$ cat src/source/fetch_pkg.sv
// types and encodings shared by the fetch front end
// a line is little endian, parcel 0 sits at the lowest address
`default_nettype none

package fetch_pkg;

  // ##########################################################
  // instruction storage
  // ##########################################################

  typedef logic [15:0] parcel_t;

  // one 64-bit fetch line, seen as parcels or as aligned words
  typedef union packed {
    parcel_t [3:0]    parcels;
    logic [1:0][31:0] words;
  } line_u;

  localparam logic [31:0] nop_instr = 32'h0000_0013;  // addi x0, x0, 0

  // ##########################################################
  // opcodes used by the predecode
  // ##########################################################

  localparam logic [6:0] op_jal    = 7'b110_1111;
  localparam logic [6:0] op_branch = 7'b110_0011;

  // quadrant 1 funct3 values of the compressed control transfers
  localparam logic [2:0] c_funct_j    = 3'b101;
  localparam logic [2:0] c_funct_beqz = 3'b110;
  localparam logic [2:0] c_funct_bnez = 3'b111;

endpackage

`default_nettype wire

$ cat src/source/fetch_mem_ctrl.sv
// single-beat 64-bit AXI reads, at most two lines buffered or in flight
// responses come back in order; the read ID carries the fetch epoch
`timescale 1ns/1ns
`default_nettype none

module fetch_mem_ctrl #(
  parameter int unsigned axi_id_width = 2,
  parameter logic [31:0] reset_pc     = 32'h0
) (
  input  logic                    clk,
  input  logic                    rst_n,
  input  logic                    redirect,
  input  logic [31:1]             redirect_pc,
  input  logic                    line_pop,
  output logic                    axi_arvalid,
  input  logic                    axi_arready,
  output logic [31:0]             axi_araddr,
  output logic [axi_id_width-1:0] axi_arid,
  input  logic                    axi_rvalid,
  input  logic [63:0]             axi_rdata,
  input  logic [axi_id_width-1:0] axi_rid,
  input  logic [1:0]              axi_rresp,
  output logic                    axi_rready,
  output logic                    line_valid,
  output fetch_pkg::line_u        line_data,
  output logic [31:1]             line_pc,
  output logic                    line_fault
);

  import fetch_pkg::*;

  logic [31:3]             fetch_ptr;   // next line to request
  logic [31:3]             head_addr;   // address of the buffer head line
  logic [1:0]              entry_off;   // parcel offset for the next accepted line
  logic [axi_id_width-1:0] epoch;
  logic [1:0]              inflight;    // includes reads of older epochs
  logic [1:0]              fifo_cnt;
  logic                    rd_ptr;
  logic                    wr_ptr;
  line_u                   buf_data [2];
  logic [1:0]              buf_off [2];
  logic                    buf_fault [2];
  logic                    issue;
  logic                    push;

  assign axi_rready = 1'b1;  // a slot is reserved when the read is issued

  assign push  = axi_rvalid && (axi_rid == epoch) && !redirect;
  assign issue = !redirect && (!axi_arvalid || axi_arready) &&
                 (({1'b0, fifo_cnt} + {1'b0, inflight}) < 3'd2);

  // ##########################################################
  // read address channel
  // ##########################################################

  always_ff @(posedge clk or negedge rst_n) begin
    if (!rst_n) begin
      axi_arvalid <= 1'b0;
      axi_araddr  <= '0;
      axi_arid    <= '0;
      fetch_ptr   <= reset_pc[31:3];
    end else begin
      if (issue) begin
        axi_arvalid <= 1'b1;
        axi_araddr  <= {fetch_ptr, 3'b000};
        axi_arid    <= epoch;
        fetch_ptr   <= fetch_ptr + 1'b1;
      end else if (axi_arready) begin
        axi_arvalid <= 1'b0;
      end
      if (redirect) fetch_ptr <= redirect_pc[31:3];
    end
  end

  // ##########################################################
  // epoch, counters and line buffer control
  // ##########################################################

  always_ff @(posedge clk or negedge rst_n) begin
    if (!rst_n) begin
      epoch     <= '0;
      inflight  <= '0;
      fifo_cnt  <= '0;
      rd_ptr    <= 1'b0;
      wr_ptr    <= 1'b0;
      head_addr <= reset_pc[31:3];
      entry_off <= reset_pc[2:1];
    end else begin
      inflight <= inflight + {1'b0, issue} - {1'b0, axi_rvalid};
      if (redirect) begin
        epoch     <= epoch + 1'b1;  // reads still in flight become stale
        fifo_cnt  <= '0;
        rd_ptr    <= 1'b0;
        wr_ptr    <= 1'b0;
        head_addr <= redirect_pc[31:3];
        entry_off <= redirect_pc[2:1];
      end else begin
        fifo_cnt <= fifo_cnt + {1'b0, push} - {1'b0, line_pop};
        if (push) begin
          wr_ptr    <= ~wr_ptr;
          entry_off <= 2'd0;  // only the first line after a redirect is entered mid-line
        end
        if (line_pop) begin
          rd_ptr    <= ~rd_ptr;
          head_addr <= head_addr + 1'b1;
        end
      end
    end
  end

  always_ff @(posedge clk) begin
    if (push) begin
      buf_data[wr_ptr]  <= axi_rdata;
      buf_off[wr_ptr]   <= entry_off;
      buf_fault[wr_ptr] <= (axi_rresp != 2'b00);
    end
  end

  assign line_valid = (fifo_cnt != 2'd0);
  assign line_data  = buf_data[rd_ptr];
  assign line_pc    = {head_addr, buf_off[rd_ptr]};
  assign line_fault = buf_fault[rd_ptr];

endmodule

`default_nettype wire

$ cat src/source/parcel_predecode.sv
// decodes one parcel position as if an instruction starts there
// odd positions never start a 32-bit instruction
`timescale 1ns/1ns
`default_nettype none

module parcel_predecode #(
  parameter int unsigned parcel_idx = 0
) (
  input  fetch_pkg::parcel_t parcel,
  input  fetch_pkg::parcel_t next_parcel,
  output logic               comp,
  output logic               illegal,
  output logic               is_br,
  output logic               pred_taken,
  output logic [20:0]        br_off
);

  import fetch_pkg::*;

  localparam bit can_start_32 = (parcel_idx % 2 == 0);

  logic [31:0] word;
  logic [20:0] j_off;
  logic [20:0] b_off;
  logic [20:0] cj_off;
  logic [20:0] cb_off;
  logic        quad1;

  assign word  = {next_parcel, parcel};
  assign comp  = (parcel[1:0] != 2'b11);
  assign quad1 = (parcel[1:0] == 2'b01);

  assign illegal = (parcel == '0) || (word == '1);

  // immediates, sign extended to the 21-bit byte offset of jal
  assign j_off  = {word[31], word[19:12], word[20], word[30:21], 1'b0};
  assign b_off  = {{8{word[31]}}, word[31], word[7], word[30:25], word[11:8], 1'b0};
  assign cj_off = {{9{parcel[12]}}, parcel[12], parcel[8], parcel[10:9], parcel[6],
                   parcel[7], parcel[2], parcel[11], parcel[5:3], 1'b0};
  assign cb_off = {{12{parcel[12]}}, parcel[12], parcel[6:5], parcel[2],
                   parcel[11:10], parcel[4:3], 1'b0};

  always_comb begin
    is_br      = 1'b0;
    pred_taken = 1'b0;
    br_off     = '0;
    if (comp) begin
      if (quad1 && parcel[15:13] == c_funct_j) begin
        is_br      = 1'b1;
        pred_taken = 1'b1;
        br_off     = cj_off;
      end else if (quad1 && (parcel[15:13] == c_funct_beqz ||
                             parcel[15:13] == c_funct_bnez)) begin
        is_br      = 1'b1;
        pred_taken = cb_off[20];  // backward branches predicted taken
        br_off     = cb_off;
      end
    end else if (can_start_32) begin
      if (word[6:0] == op_jal) begin
        is_br      = 1'b1;
        pred_taken = 1'b1;
        br_off     = j_off;
      end else if (word[6:0] == op_branch) begin
        is_br      = 1'b1;
        pred_taken = b_off[20];
        br_off     = b_off;
      end
    end
  end

endmodule

`default_nettype wire

$ cat src/source/fetch_sequencer.sv
// issues one instruction per cycle from the head line, no stall from decode
// a 32-bit instruction is assumed to sit in parcels 0-1 or 2-3
`timescale 1ns/1ns
`default_nettype none

module fetch_sequencer (
  input  logic                    clk,
  input  logic                    rst_n,
  input  logic                    br_misp_m,
  input  logic [31:1]             pc_m,
  input  logic                    line_valid,
  input  fetch_pkg::line_u        line_data,
  input  logic [31:1]             line_pc,
  input  logic                    line_fault,
  input  logic [3:0]              comp,
  input  logic [3:0]              illegal,
  input  logic [3:0]              is_br,
  input  logic [3:0]              pred_taken,
  input  logic [3:0][20:0]        br_off,
  output logic                    line_pop,
  output logic                    redirect,
  output logic [31:1]             redirect_pc,
  output logic                    valid_d0,
  output logic [31:0]             instr_d0,
  output logic [31:1]             pc_d0,
  output logic                    comp_d0,
  output logic                    br_d0,
  output logic                    br_ataken_d0,
  output logic                    illegal_d0
);

  import fetch_pkg::*;

  // the wait state means the start of a line, entered at line_pc[2:1]
  localparam logic [2:0] sel_wait = 3'b100;

  logic [2:0]  sel;
  logic [1:0]  cur;
  logic [1:0]  nxt;
  logic        leave;
  logic        emit;
  logic        taken;
  logic [31:1] cur_pc;
  logic [31:1] taken_pc;
  logic [31:0] instr_sel;

  assign cur    = (sel == sel_wait) ? line_pc[2:1] : sel[1:0];
  assign cur_pc = {line_pc[31:3], cur};
  assign emit   = line_valid && !br_misp_m;  // a mispredict drops this cycle's pick
  assign taken  = emit && is_br[cur] && pred_taken[cur];

  assign taken_pc = cur_pc + {{11{br_off[cur][20]}}, br_off[cur][20:1]};

  always_comb begin
    nxt   = 2'd0;
    leave = 1'b0;
    case (cur)
      2'd0: nxt = comp[0] ? 2'd1 : 2'd2;
      2'd1: nxt = 2'd2;
      2'd2: begin
        nxt   = 2'd3;
        leave = !comp[2];
      end
      default: leave = 1'b1;
    endcase
  end

  // odd parcels only hold compressed code, zero-extend them either way
  assign instr_sel = (comp[cur] || cur[0]) ? {16'h0000, line_data.parcels[cur]}
                                           : line_data.words[cur[1]];

  assign line_pop    = emit && leave;
  assign redirect    = br_misp_m || taken;
  assign redirect_pc = br_misp_m ? pc_m : taken_pc;

  // ##########################################################
  // parcel select state
  // ##########################################################

  always_ff @(posedge clk or negedge rst_n) begin
    if (!rst_n) begin
      sel <= sel_wait;
    end else if (redirect) begin
      sel <= sel_wait;
    end else if (emit) begin
      sel <= leave ? sel_wait : {1'b0, nxt};
    end
  end

  // ##########################################################
  // decode stage registers
  // ##########################################################

  always_ff @(posedge clk or negedge rst_n) begin
    if (!rst_n) begin
      valid_d0     <= 1'b0;
      instr_d0     <= nop_instr;
      pc_d0        <= '0;
      comp_d0      <= 1'b0;
      br_d0        <= 1'b0;
      br_ataken_d0 <= 1'b0;
      illegal_d0   <= 1'b0;
    end else begin
      valid_d0 <= emit;
      if (emit) begin
        instr_d0     <= instr_sel;
        pc_d0        <= cur_pc;
        comp_d0      <= comp[cur];
        br_d0        <= is_br[cur];
        br_ataken_d0 <= taken;
        illegal_d0   <= illegal[cur] || line_fault;  // bus error marks the whole line
      end else begin
        instr_d0     <= nop_instr;
        comp_d0      <= 1'b0;
        br_d0        <= 1'b0;
        br_ataken_d0 <= 1'b0;
        illegal_d0   <= 1'b0;
      end
    end
  end

endmodule

`default_nettype wire

$ cat src/source/fetch_top.sv
// fetch front end top; the AXI port is read only with single-beat reads
// axi_id_width must be at least 1
`timescale 1ns/1ns
`default_nettype none

module fetch_top #(
  parameter int unsigned axi_id_width = 2,
  parameter logic [31:0] reset_pc     = 32'h0
) (
  input  logic                    clk,
  input  logic                    rst_n,
  output logic                    axi_arvalid,
  input  logic                    axi_arready,
  output logic [31:0]             axi_araddr,
  output logic [axi_id_width-1:0] axi_arid,
  input  logic                    axi_rvalid,
  input  logic [63:0]             axi_rdata,
  input  logic [axi_id_width-1:0] axi_rid,
  input  logic [1:0]              axi_rresp,
  output logic                    axi_rready,
  input  logic                    br_misp_m,
  input  logic [31:1]             pc_m,
  output logic                    valid_d0,
  output logic [31:0]             instr_d0,
  output logic [31:1]             pc_d0,
  output logic                    comp_d0,
  output logic                    br_d0,
  output logic                    br_ataken_d0,
  output logic                    illegal_d0
);

  import fetch_pkg::*;

  logic             redirect;
  logic [31:1]      redirect_pc;
  logic             line_pop;
  logic             line_valid;
  line_u            line_data;
  logic [31:1]      line_pc;
  logic             line_fault;
  parcel_t [4:0]    parcel_ext;  // last slot is zero, seen by the top parcel
  logic [3:0]       comp;
  logic [3:0]       illegal;
  logic [3:0]       is_br;
  logic [3:0]       pred_taken;
  logic [3:0][20:0] br_off;

  assign parcel_ext = {16'h0000, line_data.parcels};

  fetch_mem_ctrl #(
    .axi_id_width(axi_id_width),
    .reset_pc    (reset_pc)
  ) i_mem_ctrl (
    .clk        (clk),
    .rst_n      (rst_n),
    .redirect   (redirect),
    .redirect_pc(redirect_pc),
    .line_pop   (line_pop),
    .axi_arvalid(axi_arvalid),
    .axi_arready(axi_arready),
    .axi_araddr (axi_araddr),
    .axi_arid   (axi_arid),
    .axi_rvalid (axi_rvalid),
    .axi_rdata  (axi_rdata),
    .axi_rid    (axi_rid),
    .axi_rresp  (axi_rresp),
    .axi_rready (axi_rready),
    .line_valid (line_valid),
    .line_data  (line_data),
    .line_pc    (line_pc),
    .line_fault (line_fault)
  );

  for (genvar i = 0; i < 4; i++) begin : g_predecode
    parcel_predecode #(
      .parcel_idx(i)
    ) i_predecode (
      .parcel     (parcel_ext[i]),
      .next_parcel(parcel_ext[i+1]),
      .comp       (comp[i]),
      .illegal    (illegal[i]),
      .is_br      (is_br[i]),
      .pred_taken (pred_taken[i]),
      .br_off     (br_off[i])
    );
  end

  fetch_sequencer i_sequencer (
    .clk         (clk),
    .rst_n       (rst_n),
    .br_misp_m   (br_misp_m),
    .pc_m        (pc_m),
    .line_valid  (line_valid),
    .line_data   (line_data),
    .line_pc     (line_pc),
    .line_fault  (line_fault),
    .comp        (comp),
    .illegal     (illegal),
    .is_br       (is_br),
    .pred_taken  (pred_taken),
    .br_off      (br_off),
    .line_pop    (line_pop),
    .redirect    (redirect),
    .redirect_pc (redirect_pc),
    .valid_d0    (valid_d0),
    .instr_d0    (instr_d0),
    .pc_d0       (pc_d0),
    .comp_d0     (comp_d0),
    .br_d0       (br_d0),
    .br_ataken_d0(br_ataken_d0),
    .illegal_d0  (illegal_d0)
  );

endmodule

`default_nettype wire

$ cat config.mk
export PLATFORM = sky130hd
export DESIGN_NAME = fetch_top
export DESIGN_NICKNAME = d
export VERILOG_FILES = /design/src/source/fetch_pkg.sv /design/src/source/fetch_mem_ctrl.sv /design/src/source/parcel_predecode.sv /design/src/source/fetch_sequencer.sv /design/src/source/fetch_top.sv
export SDC_FILE = /design/constraint.sdc
export NUM_CORES = 1
export LEC_CHECK = 0
export BUFFER_PORTS_ARGS = -buffer_cell sky130_fd_sc_hd__buf_2
export CAP_MARGIN = 15
export CORE_MARGIN = 2
export CORE_UTILIZATION = 50
export CTS_BUF_LIST = sky130_fd_sc_hd__clkbuf_4 sky130_fd_sc_hd__clkbuf_8 sky130_fd_sc_hd__clkbuf_16
export CTS_CLUSTER_SIZE = 24
export DETAILED_ROUTE_END_ITERATION = 16
export GPL_ROUTABILITY_DRIVEN = 1
export PLACE_DENSITY = 0.71
export SYNTH_ARGS = -nofsm -noshare
export SYNTH_HDL_FRONTEND = slang
export SYNTH_SLANG_ARGS = --single-unit
$ cat constraint.sdc
create_clock -name clk -period 8.9 [get_ports clk]
set_input_delay 1.78 -clock clk [delete_from_list [all_inputs] [get_ports clk]]
set_output_delay 1.78 -clock clk [all_outputs]
set_load 0.02 [all_outputs]
# Word level (Yosys, flattened, before mapping)
# Memory sizes are Yosys's and may differ from the RTL's.
# Cells that the tools add are included.
# word_totals
mem_count	3
register_bits	171
ram_bits	134
out_inout_bits	104
# op_classes
n_eq_ne	31
muxes	91
reduce_logical	44
add_sub_neg	9
n_lt_le_gt_ge	3
bitwise	2
# mem_list
memory	words	word_bits	rd	rd_ports_with_merged_regs	wr	line	rtl
i_mem_ctrl.buf_data	2	64	1	0	1	fetch_mem_ctrl.sv:40	line_u buf_data [2];
i_mem_ctrl.buf_off	2	2	1	0	1	fetch_mem_ctrl.sv:41	logic [1:0] buf_off [2];
i_mem_ctrl.buf_fault	2	1	1	0	1	fetch_mem_ctrl.sv:42	logic buf_fault [2];
# op_table
operator	count
21-bit 2-to-1 mux	17
32-bit 2-to-1 mux	4
29-bit 2-to-1 mux	4
32-bit == test, second input constant	3
16-bit logical NOT	4
29-bit by 1-bit adder with 29-bit output, second input constant	2
1-bit 2-to-1 mux	48
21-bit binary-select mux with 2-bit select	1
3-bit == test, second input constant	13
16-bit binary-select mux with 2-bit select	1
31-bit adder	1
31-bit 2-to-1 mux	1
7-bit == test, second input constant	4
1-bit logical AND	16
16-bit 2-to-1 mux	1
2-bit nonzero test	7
1-bit logical OR	11
2-bit by 1-bit == test with 1-bit output, second input constant	5
2-bit 2-to-1 mux	5
3-bit 2-to-1 mux	3
1-bit binary-select mux with 2-bit select	4
2-bit inequality test, second input constant	4
2-bit one-hot mux with 3 select lines	1
2-bit by 1-bit adder with 2-bit output	2
13 further kinds	18

# Logic depth before layout (Yosys ltp)
# An unclocked memory read counts as a cell.
# logic_depth
depth_word	17
mapped_depth	26
depth_no_buf	22

# Hierarchy
# From an unflattened synthesis, not the netlist that was laid out.
# hier_totals
cells_unflattened	1678
area_unflattened_um2	17276.6
# by_module_without_submodules
module	seq_area_each_um2	instances	cells_per_inst	area_per_inst_um2
fetch_mem_ctrl	6526.3	1	754	9781.9
fetch_sequencer	1781.7	1	651	5714.2
parcel_predecode (g_predecode[0].i_predecode ...)	0.0	2	89	550.5
parcel_predecode (g_predecode[1].i_predecode ...)	0.0	2	47	337.8
fetch_top	0.0	1	1	3.8

# Worst setup path after synthesis
# Ideal clock, no wire load.
# synth_path
path_type	input to register
start	in br_misp_m
end	mem i_mem_ctrl.buf_data[0][0] (netlist name) (enable)
setup_slack_ns	1.137
path_buffers	2
setup_ns	0.574
arrival_time_ns	7.189
t_required_ns	8.326
stages	7
path_cell_list	inv_1 o21ai_1 a21o_1 o21ai_2 buf_2 buf_2 nor3_1
# synth_via
elab_chain_cells	9
# synth_lines
item	line	rtl
from (decl)	fetch_top.sv:21	input logic br_misp_m,
1-bit logical NOT	fetch_sequencer.sv:49	assign emit = line_valid && !br_misp_m;
1-bit logical AND	fetch_sequencer.sv:49	
1-bit logical AND (2 in a row)	fetch_sequencer.sv:50	assign taken = emit && is_br[cur] && pred_taken[cur];
1-bit logical OR (*)	fetch_sequencer.sv:73	assign redirect = br_misp_m || taken;
1-bit logical NOT (*)	fetch_mem_ctrl.sv:48	assign push = axi_rvalid && (axi_rid == epoch) && !redirect;
1-bit logical AND (*)	fetch_mem_ctrl.sv:48	
1-bit 2-to-1 mux (*)	fetch_mem_ctrl.sv:112	if (push) begin
1-bit 2-to-1 mux (implied by the code) (*)	fetch_mem_ctrl.sv:113	buf_data[wr_ptr] <= axi_rdata;
to (decl)	fetch_mem_ctrl.sv:40	
# Mark *: on every way between the ends. The rest lies on a longest branch, timed or not.

# Final worst setup path
# layout_path
start	reg i_mem_ctrl.rd_ptr
end	reg i_mem_ctrl.head_addr[31] (netlist name)
# layout_via
elab_chain_cells	13
word_cells_on_any_way	107
cone_classes	1 x add/sub; 26 x eq/ne; 58 x mux; 20 x reduce/logical; 2 x memory
# layout_lines
item	line	rtl
from (decl)	fetch_mem_ctrl.sv:38	logic rd_ptr;
from (signal assigned)	fetch_mem_ctrl.sv:104	rd_ptr <= ~rd_ptr;
parallel branches: the longest is 13 deep, another holds memory read 2 x 64 bit	--	
to (signal assigned)	fetch_mem_ctrl.sv:86	head_addr <= reset_pc[31:3];
to (signal assigned)	fetch_mem_ctrl.sv:95	head_addr <= redirect_pc[31:3];
to (signal assigned)	fetch_mem_ctrl.sv:105	head_addr <= head_addr + 1'b1;
to (decl)	fetch_mem_ctrl.sv:33	logic [31:3] head_addr;
# Several ways; the timed one is not identified. The select of a mux whose other input is x is not followed.
# A chain may end at the register's enable or synchronous reset.

==> impl_metrics.py <==
metrics = {
    "die": {
        "die_area_mm2": 0.0346,
        "die_w_um": 186,
        "initial_core_util": 0.508,
        "ios": 208,
        "core_area_mm2": 0.0326,
        "die_h_um": 186,
        "fp-row-count": 66,
    },
    "pwr": {
        "p_clk_frac": 0.246,
        "sw_frac_of_total": 0.401,
        "p_int_mw": 3.44,
        "power.switching_mw": 2.30,
        "total_power_mw": 5.74,
        "combPwrFrac": 0.415,
        "powerDensity_mw_per_mm2": 301,
        "p_leak_nw": 7.89,
        "vdd_drop_max_mv": 0.196,
        "seqPwrFrac": 0.338,
    },
    "global_routing": {
        "grt_pass1_vias": 13200,
        "grt_pass1_wl_mm": 79.8,
        "grt_max_degree": 105,
        "gr-total-overflow": 0,
        "grt_use_total": 0.308,
        "antenna_found_initial": 2,
    },
    "setup_path": {
        "end_kind": "register",
        "arrival_ns": 7.01,
        "critPathMaxStageDelay_ns": 0.89,
        "required_ns": 9.36,
        "slowest_stage": "dfrtp_4",
        "worstSetupPathType": "register to register",
        "crit_fanout": 60,
        "worstSetupStartpointType": "register",
        "crit_chain": "buf_4 > nand4b_1 > o31a_1 > or2_2 > nor2_1 > o21ai_0 > a21oi_1 > a21oi_1 > o22ai_1 > ha_1 > inv_1 > fa_1 > nor2b_1 > o2111ai_1 > a21oi_1 > o2111ai_1 > o21ai_0 > a21boi_0 > o21ai_0 > o21ai_0 > xnor2_1 > a21oi_1",
    },
    "logic_synthesis": {
        "async_reset_ff_frac": 0.561,
        "syn-cell-area_mm2": 0.0166,
        "synth_seq_cells": 305,
        "yosysWarnings": 0,
        "synth_edf_count": 134,
        "synth_area_per_cell_um2": 10.2,
        "yosysUniqueCellTypes": 96,
        "ys_seq_area_frac": 0.502,
        "synth-main-ff-cell": "dfrtp_1",
        "syn_inst": 1620,
    },
    "sta": {
        "slew_headroom": 0.153,
        "whs_ns": 0.472,
        "worst_pin_slew_ns": 1.24,
        "fmax_mhz": 153,
        "setup_viol": 0,
        "rsz0062_at_grt": "no",
        "hold_violations": 0,
        "slew_viol_final": 0,
        "layout_setup_ws_ns": 2.35,
        "fin_crit_ns": 6.55,
        "fin_crit_sh": 0.736,
        "clock_skew_ns": 0.0164,
        "tns_ns": 0,
    },
    "route": {
        "vias": 14000,
        "drt_iter0_drc": 1605,
        "wire_per_inst_um": 23.5,
        "wirelength_mm": 53.4,
        "drc": 0,
        "viasPerCell": 6.14,
        "ant_nets": 0,
        "drt_pass1_iterations": 6,
    },
    "run": {
        "cap_violations": 0,
    },
    "layout": {
        "final_common_cell": "nand2_1",
        "layout-drive-gt1-share": 0.218,
        "nets": 1956,
        "layout_common_cells": "227 x nand2_1, 202 x buf_2, 179 x a21oi_1",
        "fin_util": 0.586,
        "diodes": 0,
        "fin_cells": 2278,
        "postLayoutCellArea_mm2": 0.0191,
        "syn_to_final_growth_pct": 15.4,
    },
    "clock_network": {
        "cts_max_level": 1,
        "cts_num_sinks": 305,
        "cts-resized-gates": 0,
        "cts_max_path_buffers": 3,
        "post_cts_buffers": 0,
        "cts.hold.buffers_added": 0,
        "path_clk_slew_ns": 0.06,
        "cts_tree": "yes",
        "cts_buffers": 31,
        "clkLatencyLatePin_ns": 0.60,
        "clockRootBuffer": "clkbuf_16",
    },
    "place": {
        "dp_cells": 2220,
        "post_dp_cell_area_mm2": 0.0180,
        "dp_slack_ns": 2.51,
        "gp_congestion": 0.987,
        "port_buffers": 203,
        "hpwl_mm": 39.9,
    },
    "outcome": {
        "status": "complete, no violations",
    },
    "worst_hold_path": {
        "hold_class": "register to register",
    },
}
final timing paths:
check,slack (ns),cells past startpoint,start,endpoint
max,2.35,22,i_mem_ctrl.rd_ptr$_DFFE_PN0P_,i_mem_ctrl.head_addr[31]$_DFFE_PN0P_
min,0.47,2,i_sequencer.pc_d0[8]$_DFFE_PN0P_,i_sequencer.pc_d0[8]$_DFFE_PN0P_
max reg2reg,2.35,22,i_mem_ctrl.rd_ptr$_DFFE_PN0P_,i_mem_ctrl.head_addr[31]$_DFFE_PN0P_
min reg2reg,0.47,2,i_sequencer.pc_d0[8]$_DFFE_PN0P_,i_sequencer.pc_d0[8]$_DFFE_PN0P_
max in group asynchronous,6.01,2,rst_n,i_mem_ctrl.rd_ptr$_DFFE_PN0P_
min in group asynchronous,1.30,1,rst_n,i_sequencer.instr_d0[2]$_DFF_PN0_
flip-flops by register name, indices dropped and copies added, names as in the netlist:
| name | flops |
|---|---|
| i_mem_ctrl.axi_araddr | 29 |
| i_mem_ctrl.axi_arid | 2 |
| i_mem_ctrl.axi_arvalid | 1 |
| i_mem_ctrl.buf_data | 128 |
| i_mem_ctrl.buf_fault | 2 |
| i_mem_ctrl.buf_off | 4 |
| i_mem_ctrl.entry_off | 2 |
| i_mem_ctrl.epoch | 2 |
| i_mem_ctrl.fetch_ptr | 29 |
| i_mem_ctrl.fifo_cnt | 2 |
| i_mem_ctrl.head_addr | 29 |
| i_mem_ctrl.inflight | 2 |
| i_mem_ctrl.rd_ptr | 1 |
| i_mem_ctrl.wr_ptr | 1 |
| i_sequencer.br_ataken_d0 | 1 |
| i_sequencer.br_d0 | 1 |
| i_sequencer.comp_d0 | 1 |
| i_sequencer.illegal_d0 | 1 |
| i_sequencer.instr_d0 | 32 |
| i_sequencer.pc_d0 | 31 |
| i_sequencer.sel | 3 |
| i_sequencer.valid_d0 | 1 |
power groups by stage:
| stage | sequential [mW] | clock [mW] | combinational, mW |
|---|---|---|---|
| after floorplan | 2.09 | 0 | 1.43 |
| after global placement | 1.96 | 0 | 2.32 |
| after detailed placement | 1.97 | 0 | 2.33 |
| after CTS | 1.94 | 1.43 | 2.34 |
| after global routing | 1.97 | 1.49 | 2.58 |
| final | 1.94 | 1.41 | 2.39 |
final cells by class:
| type | instances | area [µm²] |
|---|---|---|
| Multi-Input combinational cell | 1209 | 7760 |
| Tap cell | 442 | 553 |
| Clock buffer | 45 | 943 |
| Timing Repair Buffer | 229 | 1220 |
| Fill cell | 2782 | 13500 |
| Sequential cell | 305 | 8310 |
| Inverter | 35 | 134 |
| Clock inverter | 13 | 188 |
worst max-delay path, delay by kind of cell, from the launching register on:
family / cells / cell delay [ns]
AOI/OAI and AO/OA: 13 / 2.64
xor gates and xnor gates: 1 / 0.21
adders and majority gates: 2 / 0.59
buffers and inverters: 2 / 0.61
DFF: 1 / 0.89
and+or+nand+nor: 4 / 1.41
cell usage after synthesis (5+ instances only):
master,count,share of area
o211ai_1,13,0.0059
nand2_1,227,0.051
edfxtp_1,134,0.24
mux4_2,6,0.0082
or3_1,6,0.0023
buf_1,8,0.0018
inv_2,5,0.0011
nor2_1,113,0.026
a21o_1,17,0.0077
inv_1,29,0.0066
and3_1,20,0.0076
buf_6,8,0.0054
o21ai_1,8,0.0024
and2_1,12,0.0045
o22ai_1,33,0.012
nand4_1,23,0.0087
a21oi_1,179,0.054
a32oi_1,6,0.0032
o21ai_0,67,0.020
nor2b_1,21,0.0079
o21a_1,12,0.0054
a221oi_1,5,0.0026
buf_2,12,0.0036
nand2b_1,9,0.0034
a211o_1,5,0.0026
a31oi_1,15,0.0057
ha_1,39,0.029
a211oi_1,20,0.0091
clkbuf_1,33,0.0075
xnor2_1,44,0.023
a22oi_1,6,0.0027
mux2i_1,32,0.019
or2_2,5,0.0019
dfrtp_1,167,0.25
xor2_1,31,0.016
buf_4,12,0.0054
nand3_1,44,0.013
nor3_1,23,0.0069
nor4_1,13,0.0049
mux2_2,56,0.038
cell families (layout without fill, tap and decap cells):
kind of cell	Yosys count	count (layout)	share of synthesized area
xor+xnor	75	75	0.0397
buf+inv	108	322	0.0319
other cells	2	4	0.000453
simple gates	545	545	0.153
compound gates	445	445	0.171
flops	305	305	0.502
mux	99	99	0.0709
fa+ha+maj	41	41	0.0319
per-layer routing:
| metal | vias to the layer above | share of wire | global-route usage |
|---|---|---|---|
| met1 | 6809 | 0.44 | 0.450 |
| li1 | 6346 | - | - |
| met4 | 4 | 0.030 | 0.0932 |
| met2 | 728 | 0.43 | 0.452 |
| met3 | 99 | 0.10 | 0.0773 |
| met5 | - | 0.00051 | 0 |
Power figures use the tool's default switching activity.
